`src/source/xosvm_macros.svh`:
```
// XOSVM CSR addresses, datapath widths and lane count

`ifndef XOSVM_MACROS_SVH
`define XOSVM_MACROS_SVH

//////////////////////////////////////////////////////////////////////////////
// Widths
//////////////////////////////////////////////////////////////////////////////

// Address and data width of the RV32 core
`define XLEN        32
// Standard CSR address field
`define CSR_ADDR_W  12
// One enable per byte of a word
`define BYTE_EN_W   4
// Instruction fetch lane and data access lane
`define N_LANES     2

//////////////////////////////////////////////////////////////////////////////
// XOSVM CSR map, custom machine read/write range
//////////////////////////////////////////////////////////////////////////////

// Control, only bit 0 is kept
`define CSR_MVMCTL  12'h7C0
// Data segment offset, size and mask
`define CSR_MVMDO   12'h7C1
`define CSR_MVMDS   12'h7C2
`define CSR_MVMDM   12'h7C3
// Instruction segment offset, size and mask
`define CSR_MVMIO   12'h7C4
`define CSR_MVMIS   12'h7C5
`define CSR_MVMIM   12'h7C6

`endif

```
`src/source/xosvm_pkg.sv`:
```
// Shared vector types, privilege enum and lane index enum of the XOSVM unit

`default_nettype none

`include "xosvm_macros.svh"

package xosvm_pkg;

    // Address or register value
    typedef logic [`XLEN-1:0]       word_t;

    // CSR address as carried by the CSR port
    typedef logic [`CSR_ADDR_W-1:0] csr_addr_t;

    // Write byte enables, one per byte lane of the bus
    typedef logic [`BYTE_EN_W-1:0]  byte_en_t;

    // RISC-V privilege levels
    // Encoding 2 is reserved and has no member
    typedef enum logic [1:0] {
        PRIV_USER       = 2'd0,
        PRIV_SUPERVISOR = 2'd1,
        PRIV_MACHINE    = 2'd3
    } priv_e;

    // Index into the per-lane arrays
    // Fetch lane first, data lane second
    typedef enum logic [0:0] {
        LANE_INST = 1'b0,
        LANE_DATA = 1'b1
    } lane_e;

endpackage

`default_nettype wire

```
`src/source/xosvm_if.sv`:
```
// Per-lane translation configuration interface with CSR and lane modports

`timescale 1ns/1ps
`default_nettype none

interface mmu_cfg_if
    import xosvm_pkg::*;
();

    // Translation active for this lane
    logic  en;
    // Address bits kept before relocation
    word_t mask;
    // Base added after masking
    word_t offset;
    // First raw address outside the segment
    word_t size;

    // Register bank side, drives the whole set
    modport csr (
        output en,
        output mask,
        output offset,
        output size
    );

    // Lane side, read only
    modport lane (
        input  en,
        input  mask,
        input  offset,
        input  size
    );

endinterface

`default_nettype wire

```
`src/source/mem_request_gate.sv`:
```
// Request strobe delay, memory operation enable and per-lane fault masking

`timescale 1ns/1ps
`default_nettype none

`include "xosvm_macros.svh"

module mem_request_gate
    import xosvm_pkg::*;
(
    input  logic                clk,
    input  logic                arst_n_i,

    // Request strobes, sampled with the lane addresses
    input  logic                fetch_req_i,
    input  logic                mem_read_enable_i,
    input  byte_en_t            mem_write_enable_i,
    input  logic                killed_i,

    // Registered lane faults, indexed by lane_e
    input  logic [`N_LANES-1:0] fault_i,

    output logic                mem_operation_enable_o,
    output byte_en_t            mem_write_enable_o,
    output logic                inst_fault_o,
    output logic                data_fault_o
);

//////////////////////////////////////////////////////////////////////////////
// Strobe delay, in step with the lanes
//////////////////////////////////////////////////////////////////////////////

    logic     fetch_req_q;
    logic     read_q;
    byte_en_t write_q;
    logic     killed_q;

    // Data request of the delayed access
    logic     data_req;

    always_ff @(posedge clk or negedge arst_n_i) begin
        if (!arst_n_i) begin
            fetch_req_q <= 1'b0;
            read_q      <= 1'b0;
            write_q     <= '0;
            killed_q    <= 1'b0;
        end
        else begin
            fetch_req_q <= fetch_req_i;
            read_q      <= mem_read_enable_i;
            write_q     <= mem_write_enable_i;
            killed_q    <= killed_i;
        end
    end

//////////////////////////////////////////////////////////////////////////////
// Output forming, no added latency
//////////////////////////////////////////////////////////////////////////////

    // Any byte enable counts as a write
    assign data_req = read_q || (write_q != '0);

    // Killed or faulting accesses never reach memory
    assign mem_operation_enable_o = data_req && !killed_q && !fault_i[LANE_DATA];

    assign mem_write_enable_o = write_q;

    // A lane fault only matters when its lane carried a request
    assign inst_fault_o = fault_i[LANE_INST] && fetch_req_q;
    assign data_fault_o = fault_i[LANE_DATA] && data_req;

endmodule

`default_nettype wire

```
`src/source/mmu_lane.sv`:
```
// Registered bounds check and mask-and-offset relocation of one address stream

`timescale 1ns/1ps
`default_nettype none

`include "xosvm_macros.svh"

module mmu_lane
    import xosvm_pkg::*;
(
    input  logic    clk,
    input  logic    arst_n_i,

    // Untranslated address, one per cycle
    input  word_t   address_i,

    // Segment configuration from the CSR bank
    mmu_cfg_if.lane cfg_i,

    // Translated address and fault, one cycle later
    output word_t   address_o,
    output logic    fault_o
);

    word_t address_next;
    logic  fault_next;

    always_comb begin
        if (cfg_i.en) begin
            // Unsigned compare, size is the first illegal address
            fault_next   = (address_i >= cfg_i.size);
            // Wraps modulo 2^XLEN
            address_next = (address_i & cfg_i.mask) + cfg_i.offset;
        end
        else begin
            // Bypass when translation is off
            fault_next   = 1'b0;
            address_next = address_i;
        end
    end

    // Single pipeline stage, no hold
    always_ff @(posedge clk or negedge arst_n_i) begin
        if (!arst_n_i) begin
            address_o <= '0;
            fault_o   <= 1'b0;
        end
        else begin
            address_o <= address_next;
            fault_o   <= fault_next;
        end
    end

endmodule

`default_nettype wire

```
`src/source/mvm_csr_bank.sv`:
```
// XOSVM CSR registers, CSR read mux, translation enable and lane configuration

`timescale 1ns/1ps
`default_nettype none

`include "xosvm_macros.svh"

module mvm_csr_bank
    import xosvm_pkg::*;
(
    input  logic      clk,
    input  logic      arst_n_i,

    // Current hart privilege
    input  priv_e     privilege_i,

    // CSR access port
    input  logic      csr_we_i,
    input  csr_addr_t csr_addr_i,
    input  word_t     csr_wdata_i,
    output word_t     csr_rdata_o,

    // One configuration set per lane
    mmu_cfg_if.csr    cfg_o [`N_LANES]
);

//////////////////////////////////////////////////////////////////////////////
// Registers
//////////////////////////////////////////////////////////////////////////////

    // Only the enable bit of MVMCTL is implemented
    logic  mvmctl;

    // Data segment
    word_t mvmdo;
    word_t mvmds;
    word_t mvmdm;

    // Instruction segment
    word_t mvmio;
    word_t mvmis;
    word_t mvmim;

    logic  translate_en;

    // Write takes effect on the clock edge that samples csr_we_i
    always_ff @(posedge clk or negedge arst_n_i) begin
        if (!arst_n_i) begin
            mvmctl <= 1'b0;
            mvmdo  <= '0;
            mvmds  <= '0;
            mvmdm  <= '0;
            mvmio  <= '0;
            mvmis  <= '0;
            mvmim  <= '0;
        end
        else if (csr_we_i) begin
            case (csr_addr_i)
                `CSR_MVMCTL: mvmctl <= csr_wdata_i[0];
                `CSR_MVMDO:  mvmdo  <= csr_wdata_i;
                `CSR_MVMDS:  mvmds  <= csr_wdata_i;
                `CSR_MVMDM:  mvmdm  <= csr_wdata_i;
                `CSR_MVMIO:  mvmio  <= csr_wdata_i;
                `CSR_MVMIS:  mvmis  <= csr_wdata_i;
                `CSR_MVMIM:  mvmim  <= csr_wdata_i;
                // Addresses outside the XOSVM map are ignored
                default: ;
            endcase
        end
    end

//////////////////////////////////////////////////////////////////////////////
// Read mux
//////////////////////////////////////////////////////////////////////////////

    // Combinational read, unmapped addresses return zero
    always_comb begin
        case (csr_addr_i)
            `CSR_MVMCTL: csr_rdata_o = {{(`XLEN-1){1'b0}}, mvmctl};
            `CSR_MVMDO:  csr_rdata_o = mvmdo;
            `CSR_MVMDS:  csr_rdata_o = mvmds;
            `CSR_MVMDM:  csr_rdata_o = mvmdm;
            `CSR_MVMIO:  csr_rdata_o = mvmio;
            `CSR_MVMIS:  csr_rdata_o = mvmis;
            `CSR_MVMIM:  csr_rdata_o = mvmim;
            default:     csr_rdata_o = '0;
        endcase
    end

//////////////////////////////////////////////////////////////////////////////
// Enable rule and lane routing
//////////////////////////////////////////////////////////////////////////////

    // Machine mode always sees physical addresses
    assign translate_en = (privilege_i != PRIV_MACHINE) && mvmctl;

    // Fetch lane
    assign cfg_o[LANE_INST].en     = translate_en;
    assign cfg_o[LANE_INST].mask   = mvmim;
    assign cfg_o[LANE_INST].offset = mvmio;
    assign cfg_o[LANE_INST].size   = mvmis;

    // Data lane
    assign cfg_o[LANE_DATA].en     = translate_en;
    assign cfg_o[LANE_DATA].mask   = mvmdm;
    assign cfg_o[LANE_DATA].offset = mvmdo;
    assign cfg_o[LANE_DATA].size   = mvmds;

endmodule

`default_nettype wire

```
`src/source/xosvm_unit.sv`:
```
// XOSVM unit top level with CSR bank, translation lanes and request gate

`timescale 1ns/1ps
`default_nettype none

`include "xosvm_macros.svh"

module xosvm_unit
    import xosvm_pkg::*;
(
    input  logic      clk,
    input  logic      arst_n_i,

    // Privilege and CSR port
    input  priv_e     privilege_i,
    input  logic      csr_we_i,
    input  csr_addr_t csr_addr_i,
    input  word_t     csr_wdata_i,
    output word_t     csr_rdata_o,

    // Instruction fetch side
    input  logic      fetch_req_i,
    input  word_t     fetch_address_i,
    output word_t     instruction_address_o,
    output logic      inst_fault_o,

    // Data access side
    input  logic      mem_read_enable_i,
    input  byte_en_t  mem_write_enable_i,
    input  word_t     mem_address_i,
    input  logic      killed_i,
    output word_t     mem_address_o,
    output byte_en_t  mem_write_enable_o,
    output logic      mem_operation_enable_o,
    output logic      data_fault_o
);

//////////////////////////////////////////////////////////////////////////////
// Lane arrays
//////////////////////////////////////////////////////////////////////////////

    mmu_cfg_if           cfg_if [`N_LANES] ();

    word_t               raw_address  [`N_LANES];
    word_t               xlat_address [`N_LANES];
    logic [`N_LANES-1:0] lane_fault;

    // Plain ports onto lane slots
    assign raw_address[LANE_INST] = fetch_address_i;
    assign raw_address[LANE_DATA] = mem_address_i;

    assign instruction_address_o  = xlat_address[LANE_INST];
    assign mem_address_o          = xlat_address[LANE_DATA];

//////////////////////////////////////////////////////////////////////////////
// CSR bank
//////////////////////////////////////////////////////////////////////////////

    mvm_csr_bank mvm_csr_bank_inst (
        .clk         (clk),
        .arst_n_i    (arst_n_i),
        .privilege_i (privilege_i),
        .csr_we_i    (csr_we_i),
        .csr_addr_i  (csr_addr_i),
        .csr_wdata_i (csr_wdata_i),
        .csr_rdata_o (csr_rdata_o),
        .cfg_o       (cfg_if)
    );

    // One translation lane per address stream
    for (genvar i = 0; i < `N_LANES; i++) begin : gen_lane
        localparam lane_e LANE = lane_e'(i);

        mmu_lane mmu_lane_inst (
            .clk       (clk),
            .arst_n_i  (arst_n_i),
            .address_i (raw_address[LANE]),
            .cfg_i     (cfg_if[i]),
            .address_o (xlat_address[LANE]),
            .fault_o   (lane_fault[LANE])
        );
    end

//////////////////////////////////////////////////////////////////////////////
// Request gate
//////////////////////////////////////////////////////////////////////////////

    mem_request_gate mem_request_gate_inst (
        .clk                    (clk),
        .arst_n_i               (arst_n_i),
        .fetch_req_i            (fetch_req_i),
        .mem_read_enable_i      (mem_read_enable_i),
        .mem_write_enable_i     (mem_write_enable_i),
        .killed_i               (killed_i),
        .fault_i                (lane_fault),
        .mem_operation_enable_o (mem_operation_enable_o),
        .mem_write_enable_o     (mem_write_enable_o),
        .inst_fault_o           (inst_fault_o),
        .data_fault_o           (data_fault_o)
    );

endmodule

`default_nettype wire

```
`config.mk`:
```
export PLATFORM = sky130hd
export DESIGN_NAME = xosvm_unit
export DESIGN_NICKNAME = d
export VERILOG_FILES = /design/src/source/xosvm_pkg.sv /design/src/source/xosvm_if.sv /design/src/source/mem_request_gate.sv /design/src/source/mmu_lane.sv /design/src/source/mvm_csr_bank.sv /design/src/source/xosvm_unit.sv
export VERILOG_INCLUDE_DIRS = /design/src /design/src/source
export SDC_FILE = /design/constraint.sdc
export NUM_CORES = 1
export LEC_CHECK = 0
export BUFFER_PORTS_ARGS = -buffer_cell sky130_fd_sc_hd__clkbuf_2
export CAP_MARGIN = 30
export CORE_ASPECT_RATIO = 1.25
export CORE_MARGIN = 2
export CORE_UTILIZATION = 45
export CTS_BUF_LIST = sky130_fd_sc_hd__clkbuf_16
export CTS_CLUSTER_DIAMETER = 120
export CTS_CLUSTER_SIZE = 16
export DETAILED_ROUTE_END_ITERATION = 8
export MAX_ROUTING_LAYER = met4
export PLACE_DENSITY_LB_ADDON = 0.3
export SYNTH_ARGS = -nofsm -noshare
export SYNTH_HDL_FRONTEND = slang
export SYNTH_SLANG_ARGS = --single-unit
export TNS_END_PERCENT = 30
```
`constraint.sdc`:
```
create_clock -name clk -period 5.1 [get_ports clk]
set_input_delay 0.51 -clock clk [delete_from_list [all_inputs] [get_ports clk]]
set_output_delay 0.51 -clock clk [all_outputs]
set_load 0.02 [all_outputs]
```
==> results of run 1 <==
## final cells by class
type / instances / area, µm² / area share [%]
diodes: 3 / 7.51 / 0.0419
clock buffers: 21 / 526 / 2.94
clock inverters: 1 / 8.76 / 0.0489
inverters: 79 / 297 / 1.66
multi-input cells: 1121 / 8520 / 47.6
flip-flops and latches: 266 / 6660 / 37.2
well taps: 468 / 586 / 3.27
repair buffers: 243 / 1300 / 7.28
## state kept, by name, summed over array words and instances (netlist names)
| name | flops |
|---|---|
| mvm_csr_bank_inst.cfg_o.offset | 64 |
| mem_request_gate_inst.mem_write_enable_o | 4 |
| mem_request_gate_inst.read_q | 1 |
| gen_lane.mmu_lane_inst.fault_o | 2 |
| mvm_csr_bank_inst.cfg_o.size | 64 |
| mvm_csr_bank_inst.cfg_o.mask | 64 |
| mem_request_gate_inst.killed_q | 1 |
| mem_request_gate_inst.fetch_req_q | 1 |
| mvm_csr_bank_inst.mvmctl | 1 |
| gen_lane.mmu_lane_inst.address_o | 64 |
## Yosys cell counts (3+ instances only)
cell type	instances
sky130_fd_sc_hd__o211ai_1	4
sky130_fd_sc_hd__a21o_1	57
sky130_fd_sc_hd__nand4_1	16
sky130_fd_sc_hd__o2111ai_1	4
sky130_fd_sc_hd__clkbuf_1	51
sky130_fd_sc_hd__a211oi_1	5
sky130_fd_sc_hd__dfrtp_1	266
sky130_fd_sc_hd__a221oi_1	31
sky130_fd_sc_hd__o31ai_1	4
sky130_fd_sc_hd__mux2_2	162
sky130_fd_sc_hd__o21a_1	12
sky130_fd_sc_hd__buf_2	6
sky130_fd_sc_hd__nand2b_1	12
sky130_fd_sc_hd__nand2_1	131
sky130_fd_sc_hd__inv_1	78
sky130_fd_sc_hd__a211o_1	4
sky130_fd_sc_hd__xor2_1	31
sky130_fd_sc_hd__a31oi_1	5
sky130_fd_sc_hd__a22oi_1	3
sky130_fd_sc_hd__buf_1	12
sky130_fd_sc_hd__nor4_1	4
sky130_fd_sc_hd__nor3_1	15
sky130_fd_sc_hd__nand3_1	13
sky130_fd_sc_hd__o21ai_1	6
sky130_fd_sc_hd__ha_1	126
sky130_fd_sc_hd__and3_1	8
sky130_fd_sc_hd__nor2_1	34
sky130_fd_sc_hd__o21ai_0	150
sky130_fd_sc_hd__xnor2_1	25
sky130_fd_sc_hd__nor2b_1	11
sky130_fd_sc_hd__a222oi_1	32
sky130_fd_sc_hd__or2_2	4
sky130_fd_sc_hd__and2_1	71
sky130_fd_sc_hd__a21oi_1	96
sky130_fd_sc_hd__a31o_2	5
## cells by family after synthesis
group | after synthesis | share of synthesized area, %
and+or+nand+nor | 328 | 10.3
AOI/OAI and AO/OA | 444 | 18.5
adders and majority gates | 128 | 10.3
muxes | 165 | 11.8
buffers and inverters | 148 | 3.59
xor gates and xnor gates | 56 | 3.12
DFF | 266 | 42.4
## power groups by stage
stage,Sequential [µW],Combinational [µW],Clock (µW)
global route,2160,410,1590
finish,2160,372,1490
CTS,2160,374,1530
floorplan,2230,116,0
global placement,2200,367,0
detailed placement,2200,372,0
## per-layer routing
metal | routed length [µm] | track usage, %
met1 | 19700 | 33.8
met2 | 24300 | 46.9
met3 | 2940 | 3.08
met4 | 2220 | 11.6
met5 | 0 | -
## metrics by stage
step           instances  utilization [%]  hold WS [ns]
2_1_floorplan       1535                -         0.214
3_3_place_gp        2177             50.4         0.491
3_5_place_dp        2177             50.4         0.499
4_1_cts             2199             52.0        0.0773
5_1_grt             2202             52.0        0.0804
6_report            2202             52.0        0.0399
## critical path, stage by stage, from the launching register on
cell	delay, ns
sky130_fd_sc_hd__dfrtp_1	0.39
sky130_fd_sc_hd__and2_1	0.17
sky130_fd_sc_hd__ha_1	0.22
sky130_fd_sc_hd__fa_1	0.44
sky130_fd_sc_hd__a211oi_1	0.34
sky130_fd_sc_hd__o211ai_1	0.31
sky130_fd_sc_hd__a311oi_1	0.60
sky130_fd_sc_hd__o21ai_1	0.23
sky130_fd_sc_hd__a31o_2	0.26
sky130_fd_sc_hd__o21a_1	0.22
sky130_fd_sc_hd__o22ai_1	0.28
sky130_fd_sc_hd__o21ai_1	0.14
sky130_fd_sc_hd__xnor2_1	0.15
sky130_fd_sc_hd__o21ai_1	0.08
## final timing paths
| path | from | end | depth (start not counted) |
|---|---|---|---|
| setup / recovery | mvm_csr_bank_inst.cfg_o[1].mask[0] | gen_lane[1].mmu_lane_inst.address_o[28] | 13 |
| hold / removal | arst_n_i | gen_lane[0].mmu_lane_inst.address_o[3] | 1 |
| setup reg to reg | mvm_csr_bank_inst.cfg_o[1].mask[0] | gen_lane[1].mmu_lane_inst.address_o[28] | 13 |
| hold reg to reg | mvm_csr_bank_inst.cfg_o[1].mask[4] | mvm_csr_bank_inst.cfg_o[1].mask[4] | 1 |
| max in group asynchronous | arst_n_i | mvm_csr_bank_inst.cfg_o[1].mask[21] | 2 |
| min in group clk | mem_read_enable_i | mem_request_gate_inst.read_q | 1 |
==> flow_results.xml, run 1 <==
<?xml version="1.0" encoding="UTF-8"?>
<metrics>
  <group name="power">
    <metric name="power-per-cell-area" unit="nW/µm²">225</metric>
    <metric name="highest_ir_drop_seen_on_vdd" unit="V">0.000249</metric>
    <metric name="power.leakage" unit="µW">0.00925</metric>
    <metric name="clock_power_share" unit="%">37.1</metric>
    <metric name="seq_power_share" unit="%">53.7</metric>
    <metric name="power_switching" unit="µW">1030</metric>
    <metric name="switching_share" unit="%">25.6</metric>
    <metric name="comb_power_share" unit="%">9.2</metric>
    <metric name="design_power_total" unit="µW">4020</metric>
    <metric name="p_int" unit="µW">2990</metric>
  </group>
  <group name="clock_network">
    <metric name="tritoncts" unit="">built</metric>
    <metric name="cts_num_sinks" unit="">266</metric>
    <metric name="h-tree-depth" unit="">1</metric>
    <metric name="post-cts-setup-buffer-count" unit="">0</metric>
    <metric name="clk_pin_slew_worst_paths" unit="ns">0.08</metric>
    <metric name="cts.root.buffer_cell" unit="">sky130_fd_sc_hd__clkbuf_16</metric>
    <metric name="clock_insertion_delay_at_the_later_pin_of_the_skew_report" unit="ns">0.53</metric>
    <metric name="cts_made_buffers" unit="">20</metric>
    <metric name="cts-resized-gates" unit="">0</metric>
    <metric name="cts-root-to-sink-buffers" unit="">3</metric>
    <metric name="postCtsHoldBufs" unit="">0</metric>
  </group>
  <group name="grt">
    <metric name="grt_remaining_overflow" unit="">0</metric>
    <metric name="vias_in_the_first_global_route" unit="">13000</metric>
    <metric name="groute.usage.overall" unit="%">27.7</metric>
    <metric name="maximum_number_of_pins_on_one_net_before_global_route_repair" unit="">116</metric>
    <metric name="grt_first_pass_wirelength" unit="µm">74600</metric>
    <metric name="antenna_violations_before_repair" unit="">3</metric>
  </group>
  <group name="placement">
    <metric name="post-place-ws" unit="ns">1.09</metric>
    <metric name="port-buffer-count" unit="">222</metric>
    <metric name="routabilityCongestion" unit="">0.950</metric>
    <metric name="placement.cell_area" unit="µm²">17400</metric>
    <metric name="post-dp-hpwl" unit="µm">36100</metric>
  </group>
  <group name="worst_hold_path">
    <metric name="holdCritPathClass" unit="">in -&gt; async</metric>
  </group>
  <group name="synthesis">
    <metric name="synthesis.instances" unit="">1535</metric>
    <metric name="cell_area_after_synthesis" unit="µm²">15700</metric>
    <metric name="synth-seq-area-share" unit="%">42.4</metric>
    <metric name="synth.top_cell.area_share" unit="%">42.4</metric>
    <metric name="ys_ff_latch" unit="">266</metric>
    <metric name="synth.area.top_cells" unit="">sky130_fd_sc_hd__dfrtp_1 (42%), sky130_fd_sc_hd__mux2_2 (12%), sky130_fd_sc_hd__ha_1 (10%)</metric>
    <metric name="synth.largest_area_cell" unit="">sky130_fd_sc_hd__dfrtp_1</metric>
    <metric name="synth_cell_types" unit="">65</metric>
    <metric name="syn_avg_cell_area" unit="µm²">10.2</metric>
    <metric name="synth_enable_flop_cells" unit="">0</metric>
    <metric name="dominantRegCellSynth" unit="">sky130_fd_sc_hd__dfrtp_1</metric>
    <metric name="syn_nets" unit="">1783</metric>
    <metric name="yosys_warnings" unit="">0</metric>
    <metric name="synthArstFlopShare" unit="%">100</metric>
  </group>
  <group name="sta">
    <metric name="number_of_endpoints_failing_setup_at_the_final_stage" unit="">0</metric>
    <metric name="timing.final.crit_period" unit="ns">4.00</metric>
    <metric name="finalHoldViolations" unit="">0</metric>
    <metric name="relSlewSlack" unit="%">33.6</metric>
    <metric name="rsz0062_at_grt" unit="">no</metric>
    <metric name="timing.final.ws_setup" unit="ns">1.10</metric>
    <metric name="max_slew.worst_pin.slew" unit="ns">0.996</metric>
    <metric name="final.setup_skew" unit="ns">0.0202</metric>
    <metric name="finalCritPeriodShare" unit="%">78.4</metric>
    <metric name="report.final.slew_viol_count" unit="">0</metric>
    <metric name="setup_total_negative_slack" unit="ns">0</metric>
    <metric name="maxClockFrequency" unit="GHz">0.250</metric>
  </group>
  <group name="floorplan">
    <metric name="die-area" unit="µm²">36400</metric>
    <metric name="core-area" unit="µm²">34400</metric>
    <metric name="die_h" unit="µm">213</metric>
    <metric name="die_x" unit="µm">171</metric>
    <metric name="rows" unit="">76</metric>
    <metric name="floorplan.initialDensity" unit="%">45.6</metric>
    <metric name="top_level_ports" unit="">223</metric>
  </group>
  <group name="setup_path">
    <metric name="critical_path_class" unit="">reg -&gt; reg</metric>
    <metric name="critPathMaxFanout" unit="">4</metric>
    <metric name="r2r_slack" unit="ns">1.10</metric>
    <metric name="critPathLaunchType" unit="">register</metric>
    <metric name="cp_data_arrival_time" unit="ns">4.37</metric>
    <metric name="worst_setup_path_end_kind" unit="">register</metric>
    <metric name="worst-endpoint-required" unit="ns">5.48</metric>
  </group>
  <group name="cells_and_area">
    <metric name="fill_cells" unit="">3190</metric>
    <metric name="final_cell_area" unit="µm²">17900</metric>
    <metric name="syn_to_final_growth" unit="%">14.0</metric>
    <metric name="final_layout_size_suffix_gt1_share" unit="%">26.2</metric>
    <metric name="mostFrequentLayoutCell" unit="">sky130_fd_sc_hd__dfrtp_1</metric>
    <metric name="layout_common_cells" unit="">sky130_fd_sc_hd__dfrtp_1 (266), sky130_fd_sc_hd__clkbuf_2 (221), sky130_fd_sc_hd__mux2_2 (162), sky130_fd_sc_hd__o21ai_0 (150), sky130_fd_sc_hd__nand2_1 (130)</metric>
    <metric name="num-nets-final" unit="">1979</metric>
  </group>
  <group name="run_status">
    <metric name="status" unit="">finished, final reports clean</metric>
  </group>
  <group name="drt">
    <metric name="dr_total_vias" unit="">13100</metric>
    <metric name="routed_via_density" unit="">5.93</metric>
    <metric name="routed_wl" unit="µm">49200</metric>
    <metric name="post_route_drc" unit="">0</metric>
    <metric name="drt_iter0_markers" unit="">1020</metric>
    <metric name="avgRoutedWirePerCell" unit="µm">22.3</metric>
    <metric name="drt_pre_antenna_iters" unit="">8</metric>
    <metric name="final_antenna_net_count" unit="">0</metric>
  </group>
  <group name="run">
    <metric name="max_cap_violations" unit="">0</metric>
  </group>
</metrics>
Note: power is estimated with default switching activity, not from simulation.
==> run 2: changes to the inputs <==
==> constraint.sdc (replaced) <==
create_clock -name clk -period 3.9 [get_ports clk]
set_input_delay 0.39 -clock clk [delete_from_list [all_inputs] [get_ports clk]]
set_output_delay 0.39 -clock clk [all_outputs]
set_load 0.02 [all_outputs]
==> run 2 against run 1 <==
Sequential power is 31% higher; final cell count is 0.54% higher; clock skew is 0.0075 ns lower; first-iteration DRC count is 0.20% lower; clock power is 31% higher; count of clock-buffer cells in the layout stayed put; critical endpoint unchanged.
==> flow_results.xml, run 2 (same netlist as run 1, synthesis figures left out) <==
<?xml version="1.0" encoding="UTF-8"?>
<metrics>
  <group name="run_status">
    <metric name="status" unit="">finished, final reports clean</metric>
  </group>
  <group name="drt">
    <metric name="drt_pre_antenna_iters" unit="">6</metric>
    <metric name="drt_iter0_markers" unit="">1018</metric>
    <metric name="avgRoutedWirePerCell" unit="µm">22.5</metric>
    <metric name="routed_wl" unit="µm">49900</metric>
    <metric name="final_antenna_net_count" unit="">0</metric>
    <metric name="dr_total_vias" unit="">12900</metric>
    <metric name="post_route_drc" unit="">0</metric>
    <metric name="routed_via_density" unit="">5.84</metric>
  </group>
  <group name="sta">
    <metric name="report.final.slew_viol_count" unit="">0</metric>
    <metric name="setup_total_negative_slack" unit="ns">0</metric>
    <metric name="relSlewSlack" unit="%">36.7</metric>
    <metric name="final.setup_skew" unit="ns">0.0127</metric>
    <metric name="timing.final.crit_period" unit="ns">3.68</metric>
    <metric name="hold_slack" unit="ns">0.105</metric>
    <metric name="max_slew.worst_pin.slew" unit="ns">0.949</metric>
    <metric name="finalCritPeriodShare" unit="%">94.3</metric>
    <metric name="rsz0062_at_grt" unit="">no</metric>
    <metric name="maxClockFrequency" unit="GHz">0.272</metric>
    <metric name="number_of_endpoints_failing_setup_at_the_final_stage" unit="">0</metric>
    <metric name="finalHoldViolations" unit="">0</metric>
  </group>
  <group name="grt">
    <metric name="gr-max-usage-layer" unit="">met2</metric>
    <metric name="gr-usage-met1" unit="%">33.4</metric>
    <metric name="grt_first_pass_wirelength" unit="µm">75300</metric>
    <metric name="antenna_violations_before_repair" unit="">3</metric>
    <metric name="vias_in_the_first_global_route" unit="">13100</metric>
    <metric name="grt_remaining_overflow" unit="">0</metric>
    <metric name="met3_layer_usage_reported_by_global_route" unit="%">3.89</metric>
    <metric name="groute.usage.overall" unit="%">28.2</metric>
    <metric name="maximum_number_of_pins_on_one_net_before_global_route_repair" unit="">106</metric>
    <metric name="met2_usage" unit="%">48.7</metric>
  </group>
  <group name="clock_network">
    <metric name="cts_made_buffers" unit="">20</metric>
    <metric name="h-tree-depth" unit="">1</metric>
    <metric name="cts.root.buffer_cell" unit="">sky130_fd_sc_hd__clkbuf_16</metric>
    <metric name="cts-root-to-sink-buffers" unit="">3</metric>
    <metric name="clk_pin_slew_worst_paths" unit="ns">0.08</metric>
    <metric name="cts_num_sinks" unit="">266</metric>
    <metric name="clock_insertion_delay_at_the_later_pin_of_the_skew_report" unit="ns">0.53</metric>
    <metric name="post-cts-setup-buffer-count" unit="">0</metric>
    <metric name="tritoncts" unit="">built</metric>
  </group>
  <group name="setup_path">
    <metric name="critPathLaunchType" unit="">register</metric>
    <metric name="worst_setup_path_end_kind" unit="">register</metric>
    <metric name="ff2ff_path_depth" unit="">13</metric>
    <metric name="worst-endpoint-required" unit="ns">4.27</metric>
    <metric name="critical_path_class" unit="">reg -&gt; reg</metric>
    <metric name="cp_data_arrival_time" unit="ns">4.04</metric>
    <metric name="critPathMaxFanout" unit="">4</metric>
  </group>
  <group name="power">
    <metric name="highest_ir_drop_seen_on_vdd" unit="V">0.000280</metric>
    <metric name="power-per-cell-area" unit="nW/µm²">292</metric>
    <metric name="clock_power_share" unit="%">37.0</metric>
    <metric name="power.leakage" unit="µW">0.00931</metric>
    <metric name="design_power_total" unit="µW">5270</metric>
    <metric name="comb_power_share" unit="%">9.4</metric>
    <metric name="power_switching" unit="µW">1340</metric>
    <metric name="seq_power_share" unit="%">53.7</metric>
    <metric name="p_int" unit="µW">3920</metric>
    <metric name="switching_share" unit="%">25.5</metric>
  </group>
  <group name="placement">
    <metric name="routabilityCongestion" unit="">0.953</metric>
    <metric name="post-dp-hpwl" unit="µm">36500</metric>
    <metric name="port-buffer-count" unit="">222</metric>
  </group>
  <group name="cells_and_area">
    <metric name="layout_common_cells" unit="">sky130_fd_sc_hd__dfrtp_1 (266), sky130_fd_sc_hd__clkbuf_2 (221), sky130_fd_sc_hd__mux2_2 (162), sky130_fd_sc_hd__o21ai_0 (150), sky130_fd_sc_hd__nand2_1 (130)</metric>
    <metric name="final_layout_size_suffix_gt1_share" unit="%">26.2</metric>
    <metric name="mostFrequentLayoutCell" unit="">sky130_fd_sc_hd__dfrtp_1</metric>
    <metric name="final_core_utilization" unit="%">52.4</metric>
    <metric name="num-nets-final" unit="">1990</metric>
    <metric name="fill_cells" unit="">3239</metric>
    <metric name="syn_to_final_growth" unit="%">14.9</metric>
  </group>
  <group name="run">
    <metric name="max_cap_violations" unit="">0</metric>
  </group>
  <group name="floorplan">
    <metric name="top_level_ports" unit="">223</metric>
    <metric name="die_h" unit="µm">213</metric>
    <metric name="die-area" unit="µm²">36400</metric>
    <metric name="floorplan.initialDensity" unit="%">45.6</metric>
    <metric name="rows" unit="">76</metric>
    <metric name="core-area" unit="µm²">34400</metric>
    <metric name="die_x" unit="µm">171</metric>
  </group>
  <group name="worst_hold_path">
    <metric name="holdCritPathClass" unit="">in -&gt; reg</metric>
    <metric name="hold-path-cell-count" unit="">3</metric>
  </group>
</metrics>
[run 2: cell types whose count changed in the layout (fill, tap and decap cells not counted)]
cell,delta
sky130_fd_sc_hd__dlygate4sd3_1,+8
sky130_fd_sc_hd__buf_12,+3
sky130_fd_sc_hd__clkinv_2,+2
sky130_fd_sc_hd__a311oi_1,-1
sky130_fd_sc_hd__a311oi_2,+1
sky130_fd_sc_hd__buf_1,+1
sky130_fd_sc_hd__buf_4,-1
sky130_fd_sc_hd__clkinv_4,-1
[run 2: critical path, cell delays in order (launching register included)]
cell and delay, ns:
sky130_fd_sc_hd__dfrtp_1 0.40, sky130_fd_sc_hd__and2_1 0.17, sky130_fd_sc_hd__ha_1 0.22, sky130_fd_sc_hd__fa_1 0.43, sky130_fd_sc_hd__a211oi_1 0.33, sky130_fd_sc_hd__o211ai_1 0.29, sky130_fd_sc_hd__a311oi_2 0.37, sky130_fd_sc_hd__o21ai_1 0.20
sky130_fd_sc_hd__a31o_2 0.25, sky130_fd_sc_hd__o21a_1 0.22, sky130_fd_sc_hd__o22ai_1 0.27, sky130_fd_sc_hd__o21ai_1 0.14, sky130_fd_sc_hd__xnor2_1 0.14, sky130_fd_sc_hd__o21ai_1 0.08
[run 2: power by group through the flow]
stage,clock network (µW),registers [µW],logic (µW)
finish,1950,2830,493
global route,2090,2830,544
CTS,1990,2830,497
detailed placement,0,2880,488
global placement,0,2880,482
floorplan,0,2920,152
[run 2: stage by stage]
step / instance area, µm² / cells / setup WS, ns
floorplan: 15700 / 1535 / 0.836
global placement: 17400 / 2179 / -0.179
detailed placement: 17400 / 2180 / 0.0400
CTS: 18000 / 2211 / 0.0943
global route: 18000 / 2214 / 0.00489
finish: 18000 / 2214 / 0.223
[run 2: layout make-up]
class / instances / area, µm² / area share (%)
Tap cell: 468 / 586 / 3.24
Clock buffer: 21 / 526 / 2.91
Clock inverter: 2 / 10.0 / 0.0555
Timing Repair Buffer: 254 / 1440 / 7.98
Inverter: 79 / 297 / 1.64
Antenna cell: 3 / 7.51 / 0.0416
Sequential cell: 266 / 6660 / 36.9
Multi-Input combinational cell: 1121 / 8520 / 47.2
[run 2: worst paths after layout]
path | start | end | slack [ns]
hold / removal | fetch_address_i[1] | gen_lane[0].mmu_lane_inst.address_o[1] | 0.11
hold reg to reg | mvm_csr_bank_inst.cfg_o[1].mask[4] | mvm_csr_bank_inst.cfg_o[1].mask[4] | 0.51
max in group asynchronous | arst_n_i | gen_lane[1].mmu_lane_inst.address_o[21] | 2.46
setup / recovery | mvm_csr_bank_inst.cfg_o[1].mask[0] | gen_lane[1].mmu_lane_inst.address_o[28] | 0.22
setup reg to reg | mvm_csr_bank_inst.cfg_o[1].mask[0] | gen_lane[1].mmu_lane_inst.address_o[28] | 0.22
min in group asynchronous | arst_n_i | gen_lane[0].mmu_lane_inst.address_o[4] | 0.49
[run 2: what timing repair did]
item | CTS | global route
setup endpoints to repair | 0 | 2
hold buffers | 8 | 0
gates resized for setup | 0 | 1
endpoints found under the hold margin | 61 | 0
[run 2: metal layers]
layer	wire length [µm]	part of all wire [%]
met1	19600	39
met4	2040	4.1
met3	3020	6.0
met2	25300	51
met5	0	0
